`src/common/dispatch_pkg.sv`:
```
package dispatch_pkg;

    localparam int WORD_W   = 32;
    localparam int NUM_REGS = 32;
    localparam int NUM_FU   = 3;

    typedef logic [WORD_W-1:0] word_t;
    typedef logic [4:0]        reg_idx_t;

    // functional unit doubles as the row index
    typedef enum logic [1:0] {
        FU_ALU    = 2'd0,
        FU_BRANCH = 2'd1,
        FU_LD_ST  = 2'd2
    } fu_e;

    // producing unit of a pending register value
    typedef enum logic [1:0] {
        TAG_NONE   = 2'd0,
        TAG_ALU    = 2'd1,
        TAG_BRANCH = 2'd2,
        TAG_LD_ST  = 2'd3
    } tag_t;

    localparam logic [6:0] OP_RTYPE  = 7'b0110011;
    localparam logic [6:0] OP_ITYPE  = 7'b0010011;
    localparam logic [6:0] OP_LOAD   = 7'b0000011;
    localparam logic [6:0] OP_STORE  = 7'b0100011;
    localparam logic [6:0] OP_BRANCH = 7'b1100011;
    localparam logic [6:0] OP_JAL    = 7'b1101111;
    localparam logic [6:0] OP_JALR   = 7'b1100111;

    typedef struct packed {
        logic [6:0] funct7;
        reg_idx_t   rs2;
        reg_idx_t   rs1;
        logic [2:0] funct3;
        reg_idx_t   rd;
        logic [6:0] opcode;
    } arith_fmt_t;

    // base register of the load/store layout sits one bit higher
    // stores carry their data register in the rd slot
    typedef struct packed {
        logic [5:0] off_hi;
        reg_idx_t   rs1;
        logic [5:0] off_lo;
        logic [2:0] funct3;
        reg_idx_t   rd;
        logic [6:0] opcode;
    } ldst_fmt_t;

    typedef union packed {
        arith_fmt_t arith;
        ldst_fmt_t  ldst;
    } instr_u;

    // payload held by a status row
    typedef struct packed {
        reg_idx_t   rd;
        reg_idx_t   rs1;
        reg_idx_t   rs2;
        logic [11:0] imm;
        logic [3:0] op;
        logic       i_type;
        logic [1:0] j_type;
        logic       mem_store;
    } fust_op_t;

    function automatic tag_t fu_tag(input fu_e fu);
        case (fu)
            FU_ALU:    return TAG_ALU;
            FU_BRANCH: return TAG_BRANCH;
            FU_LD_ST:  return TAG_LD_ST;
            default:   return TAG_NONE;
        endcase
    endfunction

endpackage
```
`src/common/fust_if.sv`:
```
`timescale 1ns/1ps

interface fust_if
    import dispatch_pkg::*;
#(
    parameter int NUM_FU = dispatch_pkg::NUM_FU
);

    // new row contents from dispatch
    logic [NUM_FU-1:0] en;
    fust_op_t          new_op;
    tag_t              new_t1;
    tag_t              new_t2;
    logic              new_spec;

    // per-row state
    logic [NUM_FU-1:0] busy;
    tag_t              t1 [NUM_FU];
    tag_t              t2 [NUM_FU];
    fust_op_t          op [NUM_FU];
    logic [NUM_FU-1:0] spec;
    logic [NUM_FU-1:0] grant;

    modport ctrl (output en, new_op, new_t1, new_t2, new_spec, input busy);
    modport row (input en, new_op, new_t1, new_t2, new_spec, grant,
                 output busy, t1, t2, op, spec);
    modport sel (input busy, t1, t2, op, spec, output grant);

endinterface

```
`src/design/dispatch_top.sv`:
```
`timescale 1ns/1ps

module dispatch_top
    import dispatch_pkg::*;
#(
    parameter int NUM_FU   = dispatch_pkg::NUM_FU,
    parameter int NUM_REGS = dispatch_pkg::NUM_REGS
) (
    input  logic        CLK,
    input  logic        nRST,
    input  word_t       instr,
    input  logic        instr_valid,
    output logic        freeze,
    input  logic        wb_en,
    input  reg_idx_t    wb_reg,
    input  fu_e         wb_fu,
    input  logic        branch_resolved,
    input  logic        branch_miss,
    input  logic        ex_ready,
    output logic        issue_valid,
    output fu_e         issue_fu,
    output reg_idx_t    issue_rd,
    output reg_idx_t    issue_rs1,
    output reg_idx_t    issue_rs2,
    output logic [11:0] issue_imm,
    output logic [3:0]  issue_op,
    output logic        issue_spec
);

    fu_e         dec_fu;
    reg_idx_t    dec_rd;
    reg_idx_t    dec_rs1;
    reg_idx_t    dec_rs2;
    logic [11:0] dec_imm;
    logic [3:0]  dec_op;
    logic        dec_i_type;
    logic [1:0]  dec_j_type;
    logic        dec_mem_store;
    logic        dec_reg_write;
    logic        dec_cond_branch;

    logic        rd_busy;
    tag_t        rs1_tag;
    tag_t        rs2_tag;
    logic        di_write;
    tag_t        di_tag;
    logic        di_spec;

    fust_if #(.NUM_FU(NUM_FU)) fif ();

    instr_decode u_decode (
        .instr(instr), .fu(dec_fu), .rd(dec_rd), .rs1(dec_rs1), .rs2(dec_rs2),
        .imm(dec_imm), .op(dec_op), .i_type(dec_i_type), .j_type(dec_j_type),
        .mem_store(dec_mem_store), .reg_write(dec_reg_write),
        .is_cond_branch(dec_cond_branch)
    );

    reg_status_table #(.NUM_REGS(NUM_REGS)) u_rst (
        .CLK(CLK), .nRST(nRST),
        .di_write(di_write), .di_sel(dec_rd), .di_tag(di_tag), .di_spec(di_spec),
        .wb_write(wb_en), .wb_sel(wb_reg),
        .flush(branch_miss), .resolved(branch_resolved),
        .rd_sel(dec_rd), .rs1_sel(dec_rs1), .rs2_sel(dec_rs2),
        .rd_busy(rd_busy), .rs1_tag(rs1_tag), .rs2_tag(rs2_tag)
    );

    dispatch_ctrl u_ctrl (
        .CLK(CLK), .nRST(nRST), .instr_valid(instr_valid),
        .fu(dec_fu), .rd(dec_rd), .rs1(dec_rs1), .rs2(dec_rs2), .imm(dec_imm),
        .op(dec_op), .i_type(dec_i_type), .j_type(dec_j_type),
        .mem_store(dec_mem_store), .reg_write(dec_reg_write),
        .is_cond_branch(dec_cond_branch),
        .rd_busy(rd_busy), .rs1_tag(rs1_tag), .rs2_tag(rs2_tag),
        .wb_en(wb_en), .wb_reg(wb_reg),
        .branch_resolved(branch_resolved), .branch_miss(branch_miss),
        .fif(fif.ctrl),
        .di_write(di_write), .di_tag(di_tag), .di_spec(di_spec), .freeze(freeze)
    );

    // one status row per functional unit
    for (genvar g = 0; g < NUM_FU; g++) begin : g_row
        fust_row #(.FU_ID(g)) u_row (
            .CLK(CLK), .nRST(nRST),
            .wb_en(wb_en), .wb_reg(wb_reg), .wb_fu(wb_fu),
            .branch_resolved(branch_resolved), .branch_miss(branch_miss),
            .fif(fif.row)
        );
    end

    issue_select #(.NUM_FU(NUM_FU)) u_sel (
        .ex_ready(ex_ready), .fif(fif.sel),
        .issue_valid(issue_valid), .issue_fu(issue_fu), .issue_rd(issue_rd),
        .issue_rs1(issue_rs1), .issue_rs2(issue_rs2), .issue_imm(issue_imm),
        .issue_op(issue_op), .issue_spec(issue_spec)
    );

endmodule

```
`src/fust/issue_select.sv`:
```
`timescale 1ns/1ps

module issue_select
    import dispatch_pkg::*;
#(
    parameter int NUM_FU = dispatch_pkg::NUM_FU
) (
    input  logic        ex_ready,
    fust_if.sel         fif,
    output logic        issue_valid,
    output fu_e         issue_fu,
    output reg_idx_t    issue_rd,
    output reg_idx_t    issue_rs1,
    output reg_idx_t    issue_rs2,
    output logic [11:0] issue_imm,
    output logic [3:0]  issue_op,
    output logic        issue_spec
);

    localparam int SEL_W = (NUM_FU > 1) ? $clog2(NUM_FU) : 1;

    logic [NUM_FU-1:0] ready;
    logic [SEL_W-1:0]  sel;
    fust_op_t          sel_op;

    // operands available in every ready row
    always_comb begin
        for (int i = 0; i < NUM_FU; i++) begin
            ready[i] = fif.busy[i] && (fif.t1[i] == TAG_NONE) && (fif.t2[i] == TAG_NONE);
        end
    end

    // lowest index wins
    always_comb begin
        sel = '0;
        for (int i = NUM_FU - 1; i >= 0; i--) begin
            if (ready[i]) begin
                sel = SEL_W'(i);
            end
        end
    end

    assign issue_valid = ex_ready && (|ready);

    always_comb begin
        fif.grant      = '0;
        fif.grant[sel] = issue_valid;
    end

    assign sel_op     = fif.op[sel];
    assign issue_fu   = fu_e'(sel);
    assign issue_rd   = sel_op.rd;
    assign issue_rs1  = sel_op.rs1;
    assign issue_rs2  = sel_op.rs2;
    assign issue_imm  = sel_op.imm;
    assign issue_op   = sel_op.op;
    assign issue_spec = fif.spec[sel];

endmodule

```
`src/fust/fust_row.sv`:
```
`timescale 1ns/1ps

module fust_row
    import dispatch_pkg::*;
#(
    parameter int FU_ID = 0
) (
    input  logic     CLK,
    input  logic     nRST,
    input  logic     wb_en,
    input  reg_idx_t wb_reg,
    input  fu_e      wb_fu,
    input  logic     branch_resolved,
    input  logic     branch_miss,
    fust_if.row      fif
);

    logic     busy_q;
    logic     spec_q;
    tag_t     t1_q;
    tag_t     t2_q;
    fust_op_t op_q;
    tag_t     wb_tag;
    logic     clr_t1;
    logic     clr_t2;
    logic     drop;

    assign wb_tag = fu_tag(wb_fu);

    // only the awaited producer clears a source
    assign clr_t1 = wb_en && busy_q && (wb_reg == op_q.rs1) && (wb_tag == t1_q);
    assign clr_t2 = wb_en && busy_q && (wb_reg == op_q.rs2) && (wb_tag == t2_q);

    // issued, or squashed by a miss
    assign drop = fif.grant[FU_ID] || (branch_miss && spec_q);

    always_ff @(posedge CLK, negedge nRST) begin
        if (!nRST) begin
            busy_q <= 1'b0;
            spec_q <= 1'b0;
            t1_q   <= TAG_NONE;
            t2_q   <= TAG_NONE;
        end else if (fif.en[FU_ID]) begin
            busy_q <= 1'b1;
            spec_q <= fif.new_spec;
            t1_q   <= fif.new_t1;
            t2_q   <= fif.new_t2;
        end else begin
            if (drop) begin
                busy_q <= 1'b0;
                spec_q <= 1'b0;
            end else if (branch_resolved) begin
                spec_q <= 1'b0;
            end

            if (clr_t1) begin
                t1_q <= TAG_NONE;
            end
            if (clr_t2) begin
                t2_q <= TAG_NONE;
            end
        end
    end

    always_ff @(posedge CLK) begin
        if (fif.en[FU_ID]) begin
            op_q <= fif.new_op;
        end
    end

    assign fif.busy[FU_ID] = busy_q;
    assign fif.spec[FU_ID] = spec_q;
    assign fif.t1[FU_ID]   = t1_q;
    assign fif.t2[FU_ID]   = t2_q;
    assign fif.op[FU_ID]   = op_q;

endmodule

```
`src/design/dispatch_ctrl.sv`:
```
`timescale 1ns/1ps

module dispatch_ctrl
    import dispatch_pkg::*;
(
    input  logic        CLK,
    input  logic        nRST,
    input  logic        instr_valid,
    input  fu_e         fu,
    input  reg_idx_t    rd,
    input  reg_idx_t    rs1,
    input  reg_idx_t    rs2,
    input  logic [11:0] imm,
    input  logic [3:0]  op,
    input  logic        i_type,
    input  logic [1:0]  j_type,
    input  logic        mem_store,
    input  logic        reg_write,
    input  logic        is_cond_branch,
    input  logic        rd_busy,
    input  tag_t        rs1_tag,
    input  tag_t        rs2_tag,
    input  logic        wb_en,
    input  reg_idx_t    wb_reg,
    input  logic        branch_resolved,
    input  logic        branch_miss,
    fust_if.ctrl        fif,
    output logic        di_write,
    output tag_t        di_tag,
    output logic        di_spec,
    output logic        freeze
);

    logic struct_hazard;
    logic waw_hazard;
    logic accept;
    logic spec;
    logic spec_next;

    // target row still occupied
    assign struct_hazard = fif.busy[fu];
    assign waw_hazard    = reg_write && rd_busy;

    assign freeze = instr_valid && (struct_hazard || waw_hazard);
    assign accept = instr_valid && !freeze && !branch_miss;

    always_comb begin
        fif.en     = '0;
        fif.en[fu] = accept;
    end

    always_comb begin
        fif.new_op.rd        = rd;
        fif.new_op.rs1       = rs1;
        fif.new_op.rs2       = rs2;
        fif.new_op.imm       = imm;
        fif.new_op.op        = op;
        fif.new_op.i_type    = i_type;
        fif.new_op.j_type    = j_type;
        fif.new_op.mem_store = mem_store;
    end

    // a source completing this cycle is already available
    assign fif.new_t1 = (wb_en && (wb_reg == rs1)) ? TAG_NONE : rs1_tag;
    assign fif.new_t2 = (wb_en && (wb_reg == rs2)) ? TAG_NONE : rs2_tag;

    // speculative while a conditional branch is outstanding
    always_comb begin
        spec_next = spec;
        if (accept && is_cond_branch) begin
            spec_next = 1'b1;
        end else if (branch_resolved || branch_miss) begin
            spec_next = 1'b0;
        end
    end

    always_ff @(posedge CLK, negedge nRST) begin
        if (!nRST) begin
            spec <= 1'b0;
        end else begin
            spec <= spec_next;
        end
    end

    // the branch itself takes the state from before it
    assign fif.new_spec = spec && !(branch_resolved || branch_miss);

    assign di_write = accept && reg_write;
    assign di_tag   = fu_tag(fu);
    assign di_spec  = fif.new_spec;

endmodule

```
`src/design/reg_status_table.sv`:
```
`timescale 1ns/1ps

module reg_status_table
    import dispatch_pkg::*;
#(
    parameter int NUM_REGS = dispatch_pkg::NUM_REGS
) (
    input  logic     CLK,
    input  logic     nRST,
    input  logic     di_write,
    input  reg_idx_t di_sel,
    input  tag_t     di_tag,
    input  logic     di_spec,
    input  logic     wb_write,
    input  reg_idx_t wb_sel,
    input  logic     flush,
    input  logic     resolved,
    input  reg_idx_t rd_sel,
    input  reg_idx_t rs1_sel,
    input  reg_idx_t rs2_sel,
    output logic     rd_busy,
    output tag_t     rs1_tag,
    output tag_t     rs2_tag
);

    logic [NUM_REGS-1:0] busy;
    logic [NUM_REGS-1:0] spec;
    tag_t                tag [NUM_REGS];

    always_ff @(posedge CLK, negedge nRST) begin
        if (!nRST) begin
            busy <= '0;
            spec <= '0;
            for (int i = 0; i < NUM_REGS; i++) begin
                tag[i] <= TAG_NONE;
            end
        end else begin
            for (int i = 0; i < NUM_REGS; i++) begin
                // squash entries written behind a mispredicted branch
                if (flush && spec[i]) begin
                    busy[i] <= 1'b0;
                    spec[i] <= 1'b0;
                    tag[i]  <= TAG_NONE;
                end else if (resolved) begin
                    spec[i] <= 1'b0;
                end

                if (wb_write && (wb_sel == reg_idx_t'(i))) begin
                    busy[i] <= 1'b0;
                    spec[i] <= 1'b0;
                    tag[i]  <= TAG_NONE;
                end

                // x0 is never pending
                if (di_write && (di_sel == reg_idx_t'(i)) && (i != 0)) begin
                    busy[i] <= 1'b1;
                    spec[i] <= di_spec;
                    tag[i]  <= di_tag;
                end
            end
        end
    end

    assign rd_busy = busy[rd_sel];
    assign rs1_tag = tag[rs1_sel];
    assign rs2_tag = tag[rs2_sel];

endmodule

```
`src/design/instr_decode.sv`:
```
`timescale 1ns/1ps

module instr_decode
    import dispatch_pkg::*;
(
    input  word_t       instr,
    output fu_e         fu,
    output reg_idx_t    rd,
    output reg_idx_t    rs1,
    output reg_idx_t    rs2,
    output logic [11:0] imm,
    output logic [3:0]  op,
    output logic        i_type,
    output logic [1:0]  j_type,
    output logic        mem_store,
    output logic        reg_write,
    output logic        is_cond_branch
);

    instr_u iw;

    assign iw = instr;

    always_comb begin
        fu             = FU_ALU;
        rd             = iw.arith.rd;
        rs1            = iw.arith.rs1;
        rs2            = iw.arith.rs2;
        imm            = '0;
        op             = {1'b0, iw.arith.funct3};
        i_type         = 1'b0;
        j_type         = 2'd0;
        mem_store      = 1'b0;
        reg_write      = 1'b0;
        is_cond_branch = 1'b0;

        // unused source fields go to x0 so they never pick up a tag
        case (iw.arith.opcode)
            OP_RTYPE: begin
                reg_write = 1'b1;
                op        = {iw.arith.funct7[5], iw.arith.funct3};
            end
            OP_ITYPE: begin
                reg_write = 1'b1;
                i_type    = 1'b1;
                rs2       = '0;
                imm       = {iw.arith.funct7, iw.arith.rs2};
                // srai shares funct3 with srli
                if (iw.arith.funct3 == 3'b101) begin
                    op = {iw.arith.funct7[5], iw.arith.funct3};
                end
            end
            OP_LOAD: begin
                fu        = FU_LD_ST;
                reg_write = 1'b1;
                i_type    = 1'b1;
                rs1       = iw.ldst.rs1;
                rs2       = '0;
                imm       = {iw.ldst.off_hi, iw.ldst.off_lo};
            end
            OP_STORE: begin
                fu        = FU_LD_ST;
                mem_store = 1'b1;
                rs1       = iw.ldst.rs1;
                rs2       = iw.ldst.rd;
                imm       = {iw.ldst.off_hi, iw.ldst.off_lo};
            end
            OP_BRANCH: begin
                fu             = FU_BRANCH;
                is_cond_branch = 1'b1;
                imm = {iw.arith.funct7[6], iw.arith.rd[0], iw.arith.funct7[5:0],
                       iw.arith.rd[4:1]};
            end
            OP_JAL: begin
                fu        = FU_BRANCH;
                reg_write = 1'b1;
                j_type    = 2'd1;
                rs1       = '0;
                rs2       = '0;
                // upper 12 bits of the jump offset only
                imm       = {iw.arith.funct7, iw.arith.rs2};
            end
            OP_JALR: begin
                fu        = FU_BRANCH;
                reg_write = 1'b1;
                i_type    = 1'b1;
                j_type    = 2'd2;
                rs2       = '0;
                imm       = {iw.arith.funct7, iw.arith.rs2};
            end
            default: begin
                rs1 = '0;
                rs2 = '0;
            end
        endcase
    end

endmodule

```
`config.mk`:
```
export PLATFORM = sky130hd
export DESIGN_NAME = dispatch_top
export DESIGN_NICKNAME = d
export VERILOG_FILES = /design/src/common/dispatch_pkg.sv /design/src/common/fust_if.sv /design/src/design/dispatch_top.sv /design/src/fust/issue_select.sv /design/src/fust/fust_row.sv /design/src/design/dispatch_ctrl.sv /design/src/design/reg_status_table.sv /design/src/design/instr_decode.sv
export SDC_FILE = /design/constraint.sdc
export NUM_CORES = 1
export LEC_CHECK = 0
export ABC_AREA = 1
export CAP_MARGIN = 0
export CELL_PAD_IN_SITES_DETAIL_PLACEMENT = 1
export CELL_PAD_IN_SITES_GLOBAL_PLACEMENT = 1
export CORE_ASPECT_RATIO = 1.5
export CORE_MARGIN = 3
export CORE_UTILIZATION = 45
export CTS_BUF_LIST = sky130_fd_sc_hd__clkbuf_4 sky130_fd_sc_hd__clkbuf_8
export CTS_CLUSTER_SIZE = 14
export DETAILED_ROUTE_END_ITERATION = 8
export DONT_BUFFER_PORTS = 1
export HOLD_SLACK_MARGIN = 0.12
export PLACE_DENSITY = 0.84
export SLEW_MARGIN = 0
export SYNTH_ARGS = -nofsm -noshare
export SYNTH_HDL_FRONTEND = slang
export SYNTH_SLANG_ARGS = --single-unit
```
`constraint.sdc`:
```
create_clock -name CLK -period 2.85 [get_ports CLK]
set_input_delay 0.285 -clock CLK [delete_from_list [all_inputs] [get_ports CLK]]
set_output_delay 0.285 -clock CLK [all_outputs]
set_load 0.02 [all_outputs]
```
==> run metrics <==
failing checks=negative hold slack; vias in the first global route=13456; layout overhead on the synthesized area=15.4%; syn_nets=1688; Final nets=1758; post-synthesis simple-gate area fraction=32.6%; count of cell types in the netlist=44; Seq/Total Area, Yosys=49.3%; Clock transition at path regs=0.06 ns; FMAX=362 MHz; die height=214 um; first-pass GRT wire length=76700 um; count leader, synth=nand2_1; Total Wirelength=50600 um; clock buffer count from CTS=38; Hold Crit Class=in2async; Worst Setup SP=g_row[0].u_row.busy_q$_DFFE_PN0P_; Synth warnings=0; post-placement setup slack=-0.00109 ns; most frequent cell on the critical path=nand2_1; Via density=6.08; number of H-tree levels=2; Fill cells=3399; Crit path depth=6; P_leak=6.58 nW; GRT Util Overall=32.5%; crit-path max cell delay=0.55 ns; # port buffers=0; setup TNS=0 ns; Yosys reg bits=236; Synth Flop Type=dfrtp_1; compound-cell area share of the yosys netlist=8.84%; FFs w/ async S/R, synth=60.6%; CP max FO=28; Worst Path Required=2.57 ns; clock root cell=clkbuf_8; global route total overflow=0; Worst Setup EP=issue_rs1[1]; fin cells=2079; initial cell density of the core=45.9%; clk_lat worst skew=0.58 ns; Vias=12636; CP max stage cell=dfrtp_1; clock buffer depth=3; fin crit period=2.76 ns; Buf+Inv Stages, Crit Path=2; R2R Setup Slk=0.43 ns; Synth Area in XOR/XNOR=1.22%; multiplexer area fraction after synthesis=0%; drt pass-1 iters=5; CTS tree=done; met3 wire len=3220 um; DPL Wire Length=33800 um; FP Rows=75; Top Ports=82; Critical R2R Capture=g_row[1].u_row.t2_q[1]$_DFFE_PN0P_; DRT met1 WL=17700 um; Core Region=28200 um2; Final Skew=0.0445 ns; Avg Inst Size Synth=7.90 um2; total length of routed met2 wires=25600 um; number of synthesized flops with an enable pin=93; top layer in use=met4; Crit Path Category=reg2out; Post-Synthesis Cells=1636; hold buffers post-CTS=34; Post-Route Utilization=52.9%; initial drt markers=864; PD cells=596 nW/um2; Max rail drop VDD=0.000250 V; Routed WL per cell=24.3 um; adder-cell share of the synthesized area=0.581%; max_slew headroom=35.8%; CP endpoint kind=output pin; die area=30800 um2; area share of the largest cell type after synthesis=27.7%; final worst-path cycle share=96.9%; number of max-slew violations in the final report=0; placed insts=1978; final hold vios=143; status=complete, but fails checks; Hold Slack=-0.590 ns; Reg2Reg Launch Point=u_rst.busy[29]$_DFFE_PN0P_; antenna violations before repair=0; Synth area leaders=dfrtp_1, edfxtp_1, nand2_1, nand3_1, inv_1; DRC viols=0; Critical Path Source Type=flop; Worst EP arrival=2.48 ns; setup ws final=0.0881 ns; synthesized area=12900 um2; Power, Total=8.89 mW; FF-to-FF path depth=13; chip width=144 um; Setup Viol. Count Final=0; # diodes=0; Worst path top cell family by delay=simple AND/OR/NAND/NOR gates; Slew @ Worst Pin=0.953 ns; ANT nets after route=0; largest net degree at the start of global routing=144; largest family of logic cells by synthesized area=simple AND/OR/NAND/NOR gates; # Max-Cap Violations=0; Post-CTS Repair Setup Buffers=0; largest area contributor in the netlist=dfrtp_1; RSZ-0062 raised after global routing=no; CP cell instances=nand3_1 -> nand2_1 -> buf_6 -> nand2_1 -> o221ai_1 -> buf_4; Placer Congestion=0.918; share of layout cells above drive strength 1=10.2%; Num Clock Sinks=236; top post-synthesis cells by count=nand2_1, nand3_1, inv_1
==> per-stage QoR <==
step / hold slack [ns] / cell area, um2
3_3_place_gp: -0.00774 / 13700
5_1_grt: -0.600 / 14900
3_5_place_dp: -0.00794 / 13700
2_1_floorplan: -0.0106 / 12900
6_report: -0.590 / 14900
4_1_cts: -0.609 / 14900
==> flip-flops by register name (all words and copies together), names as in the netlist <==
name	cells
u_ctrl.spec	1
g_row.u_row.busy_q	3
u_rst.busy	31
g_row.u_row.t2_q	6
u_rst.tag	62
u_rst.spec	31
g_row.u_row.spec_q	3
g_row.u_row.fif.op	93
g_row.u_row.t1_q	6
==> power breakdown <==
group          total [mW]  switching, mW  internal [mW]
logic                1.89           1.41          0.486
clock network        3.29           1.45           1.85
registers            3.70         0.0780           3.62
total                8.89           2.93           5.95
==> placed cells by master (no fill, tap or decap), drive strengths merged, types with 12 or more instances in the layout <==
cell | synthesis | routed
clkbuf | 47 | 51
nor2 | 105 | 105
o21ai | 67 | 67
nand4 | 12 | 12
dfrtp | 143 | 143
nor3 | 24 | 24
a22oi | 35 | 35
o22ai | 31 | 31
a21oi | 16 | 16
nand3 | 290 | 290
edfxtp | 93 | 93
dlygate4sd3 | 0 | 33
clkinv | 10 | 20
o211ai | 14 | 14
nand2 | 500 | 500
inv | 171 | 171
buf | 21 | 65
==> kinds of logic (layout without fill, tap and decap cells) <==
kind of cell | after synthesis | after routing
AND/OR/NAND/NOR | 946 | 946
buffers and inverters | 249 | 346
flip-flops | 236 | 236
AO/OA/AOI/OAI | 181 | 181
XOR/XNOR | 18 | 18
adder cells (fa/ha/maj) | 6 | 6
==> area by class of cell <==
cell class | count | area, um2 | area share [%]
inverters | 181 | 679 | 4.56
clock buffers | 51 | 646 | 4.33
clock inverters | 16 | 185 | 1.24
flip-flops and latches | 236 | 6370 | 42.8
well taps | 346 | 433 | 2.91
multi-input cells | 1151 | 5610 | 37.7
repair buffers | 98 | 972 | 6.52
==> how the worst min path moves through the flow <==
| stage | end | startpoint | depth (start not counted) |
|---|---|---|---|
| 2_1_floorplan | g_row[0].u_row.busy_q$_DFFE_PN0P_ | nRST | 0 |
| 3_3_place_gp | g_row[0].u_row.t2_q[0]$_DFFE_PN0P_ | nRST | 0 |
| 3_5_place_dp | g_row[0].u_row.t2_q[1]$_DFFE_PN0P_ | nRST | 0 |
| 4_1_cts | g_row[0].u_row.t2_q[1]$_DFFE_PN0P_ | nRST | 0 |
| 5_1_grt | g_row[0].u_row.busy_q$_DFFE_PN0P_ | nRST | 0 |
| 6_report | g_row[0].u_row.t2_q[1]$_DFFE_PN0P_ | nRST | 0 |
==> routing by layer <==
layer / up-vias / global-route usage, %
met1: 6242 / 34.9
met4: 0 / 22.6
met5: - / 0
li1: 5596 / -
met3: 213 / 5.62
met2: 585 / 57.3
==> what timing repair did <==
item	4_1_cts	5_1_grt
setup endpoints to repair	0	4
resized for setup	0	2
hold endpoints to repair	255	143
Power figures use the tool's default switching activity.
